<file path="config.mk">
export PLATFORM = sky130hd
export DESIGN_NAME = msx_setup
export DESIGN_NICKNAME = d
export VERILOG_FILES = /design/src/msx_setup_pkg.sv /design/src/slot_resolve.sv /design/src/media_resolve.sv /design/src/change_monitor.sv /design/src/msx_setup.sv
export SDC_FILE = /design/constraint.sdc
export NUM_CORES = 1
export LEC_CHECK = 0
export CORE_MARGIN = 1.5
export CORE_UTILIZATION = 59
export CTS_CLUSTER_DIAMETER = 150
export CTS_CLUSTER_SIZE = 30
export DETAILED_ROUTE_END_ITERATION = 6
export DONT_BUFFER_PORTS = 1
export GPL_TIMING_DRIVEN = 1
export PLACE_DENSITY = 0.75
export SYNTH_ARGS = -nofsm -noshare
export SYNTH_HDL_FRONTEND = slang
export SYNTH_SLANG_ARGS = --single-unit
</file>
<file path="constraint.sdc">
create_clock -name clk -period 4.81 [get_ports clk]
set_input_delay 0.2405 -clock clk [delete_from_list [all_inputs] [get_ports clk]]
set_output_delay 0.2405 -clock clk [all_outputs]
set_load 0.05 [all_outputs]
</file>
<file path="src/msx_setup_pkg.sv">
package msx_setup_pkg;

    typedef logic [63:0] status_t;
    typedef logic [2:0]  cart_type_t;
    typedef logic [5:0]  mapper_t;
    typedef logic [3:0]  mapper_sel_t;
    typedef logic [2:0]  sram_size_t;
    typedef logic [1:0]  video_mode_t;
    typedef logic [1:0]  ram_size_t;
    typedef logic [1:0]  sdram_size_t;
    typedef logic        msx_typ_t;

    localparam msx_typ_t MSX1 = 1'b0;
    localparam msx_typ_t MSX2 = 1'b1;

    localparam cart_type_t CART_TYPE_ROM      = 3'd0;
    localparam cart_type_t CART_TYPE_SCC      = 3'd1;
    localparam cart_type_t CART_TYPE_SCC_PLUS = 3'd2;
    localparam cart_type_t CART_TYPE_FM_PAC   = 3'd3;
    localparam cart_type_t CART_TYPE_GM2      = 3'd4;
    localparam cart_type_t CART_TYPE_FDC      = 3'd5;
    localparam cart_type_t CART_TYPE_EMPTY    = 3'd7;

    // menu choices that do not map one to one onto a result code.
    localparam mapper_sel_t MAPPER_SEL_AUTO = 4'd0;
    localparam mapper_sel_t MAPPER_SEL_NONE = 4'd9;
    localparam sram_size_t  SRAM_SEL_AUTO   = 3'd0;
    localparam sram_size_t  SRAM_SEL_NONE   = 3'd7;

    localparam mapper_t    MAPPER_NO_UNKNOWN = 6'd63;
    localparam ram_size_t  SIZE64            = 2'd1;
    localparam sram_size_t SRAM_SIZE_NONE    = 3'd0;
    localparam sram_size_t SRAM_SIZE_8K      = 3'd4;

    localparam int PIPE_DEPTH = 3;

    typedef logic [$clog2(PIPE_DEPTH)-1:0] settle_cnt_t;
    localparam settle_cnt_t SETTLE_LAST = settle_cnt_t'(PIPE_DEPTH - 1);

    typedef struct packed {
        msx_typ_t    typ;
        logic        scandoubler;
        video_mode_t video_mode;
        logic        cas_audio_src;
        ram_size_t   ram_size;
        logic        border;
    } msx_config_t;

    typedef struct packed {
        cart_type_t  cart_type_a;
        cart_type_t  cart_type_b;
        mapper_sel_t mapper_a_sel;
        mapper_sel_t mapper_b_sel;
        sram_size_t  sram_a_sel;
        logic        eject;
        mapper_t     mapper_detected_a;
        mapper_t     mapper_detected_b;
        sram_size_t  sram_detected_a;
        sram_size_t  sram_detected_b;
        sdram_size_t sdram_size;
        msx_config_t conf;
    } slot_stage_t;

    typedef struct packed {
        cart_type_t  cart_type_a;
        cart_type_t  cart_type_b;
        mapper_t     mapper_a;
        mapper_t     mapper_b;
        sram_size_t  sram_size_a;
        sram_size_t  sram_size_b;
        logic        sram_a_select_hide;
        logic        sram_loadsave_hide;
        logic        rom_a_load_hide;
        logic        rom_b_load_hide;
        logic        fdc_enabled;
        logic        eject;
        mapper_sel_t mapper_a_sel;
        mapper_sel_t mapper_b_sel;
        sram_size_t  sram_a_sel;
        msx_config_t conf;
    } media_stage_t;

endpackage

</file>
<file path="src/slot_resolve.sv">
`timescale 1ns/1ps

module slot_resolve (
    input  logic                       clk,
    input  logic                       reset,
    input  msx_setup_pkg::status_t     status,
    input  logic                       scandoubler,
    input  msx_setup_pkg::mapper_t     mapper_detected_a,
    input  msx_setup_pkg::mapper_t     mapper_detected_b,
    input  msx_setup_pkg::sram_size_t  sram_detected_a,
    input  msx_setup_pkg::sram_size_t  sram_detected_b,
    input  msx_setup_pkg::sdram_size_t sdram_size,
    output msx_setup_pkg::slot_stage_t slot_q
);
    import msx_setup_pkg::*;

    cart_type_t  slot_a_sel;
    cart_type_t  slot_b_sel;
    cart_type_t  cart_a;
    cart_type_t  cart_b;
    msx_config_t conf;
    slot_stage_t slot_n;

    // slot selects share the cartridge type code for their low entries.
    assign slot_a_sel = status[19:17];
    assign slot_b_sel = status[31:29];

    assign conf.typ           = msx_typ_t'(status[11]);
    assign conf.scandoubler   = scandoubler;
    // an MSX1 only offers two video modes on a single menu bit.
    assign conf.video_mode    = (msx_typ_t'(status[11]) == MSX1) ? (status[12] ? 2'd2 : 2'd1)
                                                                 : video_mode_t'(status[14:13]);
    assign conf.cas_audio_src = status[8];
    assign conf.ram_size      = (sdram_size == 2'd0) ? SIZE64 : ram_size_t'(status[16:15]);
    assign conf.border        = status[38];

    // the FDC entry of slot A is only offered on an MSX1.
    always_comb begin
        if (slot_a_sel < CART_TYPE_FDC) begin
            cart_a = slot_a_sel;
        end else if (conf.typ == MSX1 && slot_a_sel == CART_TYPE_FDC) begin
            cart_a = CART_TYPE_FDC;
        end else begin
            cart_a = CART_TYPE_EMPTY;
        end
    end

    assign cart_b = (slot_b_sel < CART_TYPE_GM2) ? slot_b_sel : CART_TYPE_EMPTY;

    assign slot_n.cart_type_a       = cart_a;
    assign slot_n.cart_type_b       = cart_b;
    assign slot_n.mapper_a_sel      = mapper_sel_t'(status[23:20]);
    assign slot_n.mapper_b_sel      = mapper_sel_t'(status[34:32]);
    assign slot_n.sram_a_sel        = sram_size_t'(status[28:26]);
    assign slot_n.eject             = status[10];
    assign slot_n.mapper_detected_a = mapper_detected_a;
    assign slot_n.mapper_detected_b = mapper_detected_b;
    assign slot_n.sram_detected_a   = sram_detected_a;
    assign slot_n.sram_detected_b   = sram_detected_b;
    assign slot_n.sdram_size        = sdram_size;
    assign slot_n.conf              = conf;

    // a stale eject must not walk into the pipeline while the machine is held.
    always_ff @(posedge clk) begin
        slot_q <= slot_n;
        if (reset) begin
            slot_q.eject <= 1'b0;
        end
    end

endmodule

</file>
<file path="src/media_resolve.sv">
`timescale 1ns/1ps

module media_resolve (
    input  logic                        clk,
    input  msx_setup_pkg::slot_stage_t  slot_d,
    output msx_setup_pkg::media_stage_t media_q
);
    import msx_setup_pkg::*;

    mapper_t      mapper_a;
    mapper_t      mapper_b;
    sram_size_t   sram_a;
    sram_size_t   sram_b;
    logic         sram_a_hide;
    logic         slot_a_rom;
    logic         slot_b_rom;
    media_stage_t media_n;

    assign slot_a_rom = (slot_d.cart_type_a == CART_TYPE_ROM);
    assign slot_b_rom = (slot_d.cart_type_b == CART_TYPE_ROM);

    assign mapper_a = (slot_d.mapper_a_sel == MAPPER_SEL_AUTO) ? slot_d.mapper_detected_a :
                      (slot_d.mapper_a_sel == MAPPER_SEL_NONE) ? MAPPER_NO_UNKNOWN :
                                                                 mapper_t'(slot_d.mapper_a_sel);

    assign mapper_b = (slot_d.mapper_b_sel == MAPPER_SEL_AUTO) ? slot_d.mapper_detected_b :
                      (slot_d.mapper_b_sel == MAPPER_SEL_NONE) ? MAPPER_NO_UNKNOWN :
                                                                 mapper_t'(slot_d.mapper_b_sel);

    // with auto mapper detection the detector also owns the SRAM size.
    assign sram_a_hide = !slot_a_rom || (slot_d.mapper_a_sel == MAPPER_SEL_AUTO);

    always_comb begin
        if (slot_d.cart_type_a == CART_TYPE_FM_PAC || slot_d.cart_type_a == CART_TYPE_GM2) begin
            sram_a = SRAM_SIZE_8K;
        end else if (slot_d.sram_a_sel == SRAM_SEL_NONE) begin
            sram_a = SRAM_SIZE_NONE;
        end else if (sram_a_hide || slot_d.sram_a_sel == SRAM_SEL_AUTO) begin
            sram_a = slot_d.sram_detected_a;
        end else begin
            sram_a = slot_d.sram_a_sel;
        end
    end

    assign sram_b = (slot_d.cart_type_b == CART_TYPE_FM_PAC) ? SRAM_SIZE_8K : SRAM_SIZE_NONE;

    assign media_n.cart_type_a        = slot_d.cart_type_a;
    assign media_n.cart_type_b        = slot_d.cart_type_b;
    assign media_n.mapper_a           = mapper_a;
    assign media_n.mapper_b           = mapper_b;
    assign media_n.sram_size_a        = sram_a;
    assign media_n.sram_size_b        = sram_b;
    assign media_n.sram_a_select_hide = sram_a_hide;
    assign media_n.sram_loadsave_hide = (sram_a == SRAM_SIZE_NONE) && (sram_b == SRAM_SIZE_NONE);
    assign media_n.rom_a_load_hide    = !slot_a_rom;
    assign media_n.rom_b_load_hide    = !slot_b_rom;
    // the MSX2 always carries its internal disk interface.
    assign media_n.fdc_enabled        = (slot_d.conf.typ == MSX2) ||
                                        (slot_d.cart_type_a == CART_TYPE_FDC);
    assign media_n.eject              = slot_d.eject;
    assign media_n.mapper_a_sel       = slot_d.mapper_a_sel;
    assign media_n.mapper_b_sel       = slot_d.mapper_b_sel;
    assign media_n.sram_a_sel         = slot_d.sram_a_sel;
    assign media_n.conf               = slot_d.conf;

    always_ff @(posedge clk) begin
        media_q <= media_n;
    end

endmodule

</file>
<file path="src/change_monitor.sv">
`timescale 1ns/1ps

module change_monitor (
    input  logic                        clk,
    input  logic                        reset,
    input  msx_setup_pkg::media_stage_t media_d,
    output msx_setup_pkg::cart_type_t   cart_type_a,
    output msx_setup_pkg::cart_type_t   cart_type_b,
    output msx_setup_pkg::mapper_t      mapper_a,
    output msx_setup_pkg::mapper_t      mapper_b,
    output msx_setup_pkg::sram_size_t   sram_size_a,
    output msx_setup_pkg::sram_size_t   sram_size_b,
    output logic                        sram_a_select_hide,
    output logic                        sram_loadsave_hide,
    output logic                        rom_a_load_hide,
    output logic                        rom_b_load_hide,
    output logic                        fdc_enabled,
    output msx_setup_pkg::msx_config_t  msx_conf,
    output logic                        reset_request,
    output logic [1:0]                  cart_changed,
    output logic [1:0]                  rom_eject
);
    import msx_setup_pkg::*;

    // settings that only take effect after a machine reset.
    typedef struct packed {
        cart_type_t  cart_type_b;
        cart_type_t  cart_type_a;
        mapper_sel_t mapper_a_sel;
        mapper_sel_t mapper_b_sel;
        sram_size_t  sram_a_sel;
        ram_size_t   ram_size;
    } change_key_t;

    change_key_t key;
    change_key_t baseline;
    cart_type_t  prev_cart_a;
    cart_type_t  prev_cart_b;
    settle_cnt_t settle_cnt;
    logic        settled;
    logic        settle_done;
    logic [1:0]  eject_n;
    logic [1:0]  cart_diff;

    assign key.cart_type_b  = media_d.cart_type_b;
    assign key.cart_type_a  = media_d.cart_type_a;
    assign key.mapper_a_sel = media_d.mapper_a_sel;
    assign key.mapper_b_sel = media_d.mapper_b_sel;
    assign key.sram_a_sel   = media_d.sram_a_sel;
    assign key.ram_size     = media_d.conf.ram_size;

    assign settle_done = !settled && (settle_cnt == SETTLE_LAST);

    assign eject_n[0] = media_d.eject && (media_d.cart_type_a == CART_TYPE_ROM);
    assign eject_n[1] = media_d.eject && (media_d.cart_type_b == CART_TYPE_ROM);

    assign cart_diff[0] = (media_d.cart_type_a != prev_cart_a);
    assign cart_diff[1] = (media_d.cart_type_b != prev_cart_b);

    always_ff @(posedge clk) begin
        if (reset) begin
            settle_cnt    <= '0;
            settled       <= 1'b0;
            reset_request <= 1'b0;
            cart_changed  <= 2'b00;
            rom_eject     <= 2'b00;
        end else begin
            if (!settled) begin
                settle_cnt <= settle_cnt + settle_cnt_t'(1);
            end
            if (settle_done) begin
                settled <= 1'b1;
            end
            reset_request <= settled && (key != baseline);
            cart_changed  <= settled ? cart_diff : 2'b00;
            rom_eject     <= eject_n;
        end
    end

    // the baseline is the key of the first input set taken after reset.
    always_ff @(posedge clk) begin
        if (settle_done && !reset) begin
            baseline <= key;
        end
        prev_cart_a <= media_d.cart_type_a;
        prev_cart_b <= media_d.cart_type_b;
    end

    always_ff @(posedge clk) begin
        cart_type_a        <= media_d.cart_type_a;
        cart_type_b        <= media_d.cart_type_b;
        mapper_a           <= media_d.mapper_a;
        mapper_b           <= media_d.mapper_b;
        sram_size_a        <= media_d.sram_size_a;
        sram_size_b        <= media_d.sram_size_b;
        sram_a_select_hide <= media_d.sram_a_select_hide;
        sram_loadsave_hide <= media_d.sram_loadsave_hide;
        rom_a_load_hide    <= media_d.rom_a_load_hide;
        rom_b_load_hide    <= media_d.rom_b_load_hide;
        fdc_enabled        <= media_d.fdc_enabled;
        msx_conf           <= media_d.conf;
    end

endmodule

</file>
<file path="src/msx_setup.sv">
`timescale 1ns/1ps

module msx_setup (
    input  logic                       clk,
    input  logic                       reset,
    input  msx_setup_pkg::status_t     status,
    input  logic                       scandoubler,
    input  msx_setup_pkg::mapper_t     mapper_detected_a,
    input  msx_setup_pkg::mapper_t     mapper_detected_b,
    input  msx_setup_pkg::sram_size_t  sram_detected_a,
    input  msx_setup_pkg::sram_size_t  sram_detected_b,
    input  msx_setup_pkg::sdram_size_t sdram_size,
    output msx_setup_pkg::cart_type_t  cart_type_a,
    output msx_setup_pkg::cart_type_t  cart_type_b,
    output msx_setup_pkg::mapper_t     mapper_a,
    output msx_setup_pkg::mapper_t     mapper_b,
    output msx_setup_pkg::sram_size_t  sram_size_a,
    output msx_setup_pkg::sram_size_t  sram_size_b,
    output logic                       sram_a_select_hide,
    output logic                       sram_loadsave_hide,
    output logic                       rom_a_load_hide,
    output logic                       rom_b_load_hide,
    output logic                       fdc_enabled,
    output msx_setup_pkg::msx_config_t msx_conf,
    output logic                       reset_request,
    output logic [1:0]                 cart_changed,
    output logic [1:0]                 rom_eject
);
    import msx_setup_pkg::*;

    slot_stage_t  slot_w;
    media_stage_t media_w;

    slot_resolve u_slot_resolve (
        .clk               (clk),
        .reset             (reset),
        .status            (status),
        .scandoubler       (scandoubler),
        .mapper_detected_a (mapper_detected_a),
        .mapper_detected_b (mapper_detected_b),
        .sram_detected_a   (sram_detected_a),
        .sram_detected_b   (sram_detected_b),
        .sdram_size        (sdram_size),
        .slot_q            (slot_w)
    );

    media_resolve u_media_resolve (
        .clk     (clk),
        .slot_d  (slot_w),
        .media_q (media_w)
    );

    change_monitor u_change_monitor (
        .clk                (clk),
        .reset              (reset),
        .media_d            (media_w),
        .cart_type_a        (cart_type_a),
        .cart_type_b        (cart_type_b),
        .mapper_a           (mapper_a),
        .mapper_b           (mapper_b),
        .sram_size_a        (sram_size_a),
        .sram_size_b        (sram_size_b),
        .sram_a_select_hide (sram_a_select_hide),
        .sram_loadsave_hide (sram_loadsave_hide),
        .rom_a_load_hide    (rom_a_load_hide),
        .rom_b_load_hide    (rom_b_load_hide),
        .fdc_enabled        (fdc_enabled),
        .msx_conf           (msx_conf),
        .reset_request      (reset_request),
        .cart_changed       (cart_changed),
        .rom_eject          (rom_eject)
    );

endmodule

</file>
# ---- Yosys cells after proc, flatten, opt, wreduce, memory -nomap -nowiden
# Index checks and enable logic that the tools add are counted.
dict set report word_totals {
  romBits 0
  memories 0
  latch_bits 0
  ramBits 0
  wordCells 118
  out_inout_bits 42
  reg_bits 151
  inputBits 87
}
dict set report classes {
  eq_ne 11
  add_sub_neg 1
  div_mod_pow 0
  shift 0
  mul 0
  magnitude_cmp 2
  n_mux 11
  n_reduce_logical 26
  bitwise_logic 2
}
# cell n
set op_table {}
lappend op_table {{$logic_not A3 Y1} 7}
lappend op_table {{$mux W3} 6}
lappend op_table {{$ne A18 B18 Y1} 1}
lappend op_table {{$eq A3 B3 Y1 const B} 4}
lappend op_table {{$mux W6} 2}
lappend op_table {{$logic_not A4 Y1} 2}
lappend op_table {{$logic_and A1 B1 Y1} 7}
lappend op_table {{$eq A3 B2 Y1 const B} 2}
lappend op_table {{$lt A3 B3 Y1 const B} 2}
lappend op_table {{$mux W2} 3}
lappend op_table {{$ne A3 B3 Y1} 2}
lappend op_table {{$eq A4 B4 Y1 const B} 1}
lappend op_table {{$logic_not A1 Y1} 4}
lappend op_table {{$logic_or A1 B1 Y1} 4}
lappend op_table {{$add A2 B1 Y2 const B} 1}
lappend op_table {{$eq A2 B2 Y1 const B} 1}
lappend op_table {{$logic_not A2 Y1} 1}
lappend op_table {{$not A1 Y1} 2}
lappend op_table {{$reduce_or A2 Y1} 1}

# ---- Logic depth before layout (Yosys ltp)
dict set report logic_depth {
  depth_word 9
  depth_mapped 5
}

# ---- By module
# A second synthesis with hierarchy kept.
dict set report unflattened {
  cells_unflattened 274
  hier_area_um2 4135.2
}
# module area_each_um2 instances seq_area_each_um2 cells_each
set by_module_without_submodules {}
lappend by_module_without_submodules {change_monitor 1831.8 1 1471.4 111}
lappend by_module_without_submodules {media_resolve 1305.0 1 940.9 104}
lappend by_module_without_submodules {slot_resolve 998.5 1 900.9 59}

# ---- Least setup slack after synthesis
# No wires, ideal clock.
dict set report synth_timing {
  kind {flip-flop to flip-flop}
  start {reg u_change_monitor.settle_cnt[0]}
  end {reg u_change_monitor.baseline[0] (netlist name), enable pin}
  arrival_ps 1883
  stages_incl_launch_ff 4
  path_slack_ps 2508
  cell_sequence {dfxtp_1 inv_1 ha_1 nor3b_1}
}
dict set report synth_between {
  elab_chain_cells 3
}
# element line
set synth_lines {}
lappend synth_lines {{start: declaration} change_monitor.sv:39} ;# settle_cnt_t settle_cnt;
lappend synth_lines {{start signal: assignment} change_monitor.sv:69} ;# settle_cnt <= settle_cnt + settle_cnt_t'(1);
lappend synth_lines {{$eq A2 B2 Y1} change_monitor.sv:52} ;# assign settle_done = !settled && (settle_cnt == SETTLE_LAST);
lappend synth_lines {{$logic_and A1 B1 Y1} change_monitor.sv:52}
lappend synth_lines {{$logic_and A1 B1 Y1} change_monitor.sv:82} ;# if (settle_done && !reset) begin
lappend synth_lines {{end signal: assignment} change_monitor.sv:83} ;# baseline <= key;
lappend synth_lines {{end: declaration} change_monitor.sv:36} ;# change_key_t baseline;
# No other way between the ends.
# A chain may end at the register's enable or synchronous reset.

==> results.md <==
* Routed via count at 1992
* Worst setup SP type: flop
* Synth area leaders: dfxtp_1, edfxtp_1, xnor2_1
* Outcome: completed
* HP Class: in2reg
* TritonCTS Buffers at 17
* Fin Hold WS at 0.157 ns
* Antenna violations before repair at 0
* Worst Path Arrival at 2.01 ns
* Number of hold buffers added after cts at 45
* Clock Tree Buf Depth at 2
* Global Route met2 Usage at 31.6%
* Final setup violation count at 0
* IO buf count at 0
* Main synth FF type: dfxtp_1
* HPWL Detailed at 3.37 mm
* Initial Util at 60.8%
* Ant diodes at 0
* Critical Path Fanout Max at 7
* Die Width at 83.9 microns
* Vias/cell at 4.88
* Post-route DRC at 0
* Synth Warn # at 0
* Area grow syn2layout at 27.6%
* M3 GR Usage at 8.01%
* Leading area contributor after synthesis: dfxtp_1
* H-tree depth at 4
* Crit end category: flop
* DR pass1 iterations at 4
* Final Non-Filler Cells at 408
* Clk root buf: clkbuf_8
* Worst Max-Slew Pin Slew at 0.560 ns
* Placed insts at 332
* Filler cells at 369
* PwrDens at 556 nW/um^2
* Number of global-route vias before repair at 2059
* Post-synth ARST share at 0%
* Register area share after synthesis at 80.9%
* First-pass GRT wire length at 9.94 mm
* Netlist cell types at 37
* Core area at 6350 sq um
* Area of the multi-input gates at 717 sq um
* Clk slew on worst S/H paths at 0.06 ns
* Final nets at 407
* Overall Power at 2.74 mW
* P_leak at 1.95 nW
* Final wirelength at 6.24 mm
* Peak supply drop at 0.000418 V
* Ports at 129
* Register area at 3120 sq um
* Clock Skew at 0.00613 ns
* Largest net degree at the start of global routing at 19
* Hold Vio Cnt, Final at 0
* Gr busiest metal: met2
* Place WS at 3.23 ns
* Final instance area at 4930 sq um
* Syn avg cell area at 15.0 sq um
* Routed len/inst at 15.3 microns
* F_max at 616 MHz
* Mapped cell area at 3860 sq um
* #FFs+latches synth at 147
* Post CTS Setup Buffer Count at 0
* Share of cells above drive strength 1 at 11.2%
* RR Startpoint: u_slot_resolve.slot_q[37]
* Hold path start: reset
* Die Span Y at 83.9 microns
* PostCTS Resize Cnt at 0
* EDFF count, synth at 18
* Gate Count Post-Synth at 257
* Die ar. at 7040 sq um
* Fin util at 77.6%
* Top cell type's share of synthesized area at 66.9%
* Relative slew margins at 62.6%
* Remaining global-route overflow at 0
* Routability Congestion at 0.758
* Most common cell in the netlist: dfxtp_1
* Core Rows at 29
* Crit Path Class: reg2reg
* Clock Latency Late Sink at 0.50 ns
* Slew Limit Fails at 0
* Setup_tns at 0 ns
* DRT antenna net count at 0
* GRT Total Usage at 18.9%
* Setup slack after layout at 3.19 ns
* # Max-Cap Violations at 0
* Placed inst area at 3950 sq um
* Worst Setup SP: u_slot_resolve.slot_q[37]
* CTS tree: yes
* Met1 Use GR at 21.2%
* Crit share post-route at 33.7%
* Unrepaired setup endpoints after global routing: no
* Top cells by count, synth: dfxtp_1, xnor2_1, edfxtp_1
* Fin crit period at 1.62 ns
* Worst EP required at 5.19 ns
* Clk sink count at 147
* DRT iter0 DRCs at 70
## placed cells by master, fill, tap and decap left out, drive strengths merged, types with 6 or more instances in the layout
cell type | synthesis | routed
a21o | 6 | 6
clkbuf | 2 | 21
dfxtp | 129 | 129
dlygate4sd3 | 0 | 45
edfxtp | 18 | 18
inv | 2 | 6
nand2 | 8 | 8
nand4 | 6 | 6
nor2 | 10 | 10
nor3 | 7 | 7
xnor2 | 20 | 20
## sequential cells by signal, summed over array words and instances, names as in the netlist
name / count
u_change_monitor.cart_changed: 2
u_change_monitor.msx_conf: 8
u_change_monitor.fdc_enabled: 1
u_change_monitor.reset_request: 1
u_change_monitor.rom_b_load_hide: 1
u_change_monitor.prev_cart_a: 3
u_change_monitor.rom_a_load_hide: 1
u_change_monitor.sram_a_select_hide: 1
u_slot_resolve.slot_q: 40
u_change_monitor.sram_size_b: 1
u_change_monitor.sram_size_a: 3
u_change_monitor.sram_loadsave_hide: 1
u_change_monitor.mapper_a: 6
u_change_monitor.settled: 1
u_change_monitor.rom_eject: 2
u_change_monitor.settle_cnt: 2
u_change_monitor.baseline: 18
u_change_monitor.prev_cart_b: 3
u_change_monitor.mapper_b: 6
u_media_resolve.media_q: 46
## kinds of logic (layout without fill, tap and decap cells)
group | count (synthesis) | after routing | synth area share [%]
compound gates | 25 | 25 | 4.47
xor+xnor | 25 | 25 | 5.67
fa+ha+maj | 1 | 1 | 0.324
buf+inv | 6 | 79 | 0.778
flops | 147 | 147 | 80.9
mux | 1 | 1 | 0.292
other cells | 1 | 2 | 0.0971
simple gates | 51 | 51 | 7.49
## routing by layer
metal  vias up  wire (microns)
met2        61            3310
met1       926            2590
met5         -               0
met4         0              49
li1       1001               -
met3         4             283
## worst paths after layout
path / slack [ns] / cells past startpoint / to
max reg2reg: 3.19 / 4 / u_media_resolve.media_q[23]
max: 3.19 / 4 / u_media_resolve.media_q[23]
min reg2reg: 0.32 / 0 / u_change_monitor.mapper_b[1]
min: 0.16 / 2 / u_change_monitor.baseline[18]
## worst max-delay path, cell delays in order (launching register included)
cell and delay [ns]:
dfxtp_1 0.38, nor4_2 0.49, nor3_1 0.16, o31ai_1 0.37, nor4_1 0.09
## power breakdown
| part | leakage, nW | switching (mW) | total, mW | internal, mW |
|---|---|---|---|---|
| sequential | 1.24 | 0.129 | 1.47 | 1.34 |
| clock | 0.259 | 0.476 | 1.14 | 0.665 |
| combinational | 0.450 | 0.0570 | 0.130 | 0.0727 |
| total | 1.95 | 0.662 | 2.74 | 2.08 |
## area by class of cell
class,instances,area share [%]
clock buffers,21,9.14
multi-input cells,105,14.6
flip-flops and latches,147,63.4
inverters,2,0.152
clock inverters,10,1.50
repair buffers,46,9.30
well taps,77,1.96
Note: power is estimated with default switching activity, not from simulation.
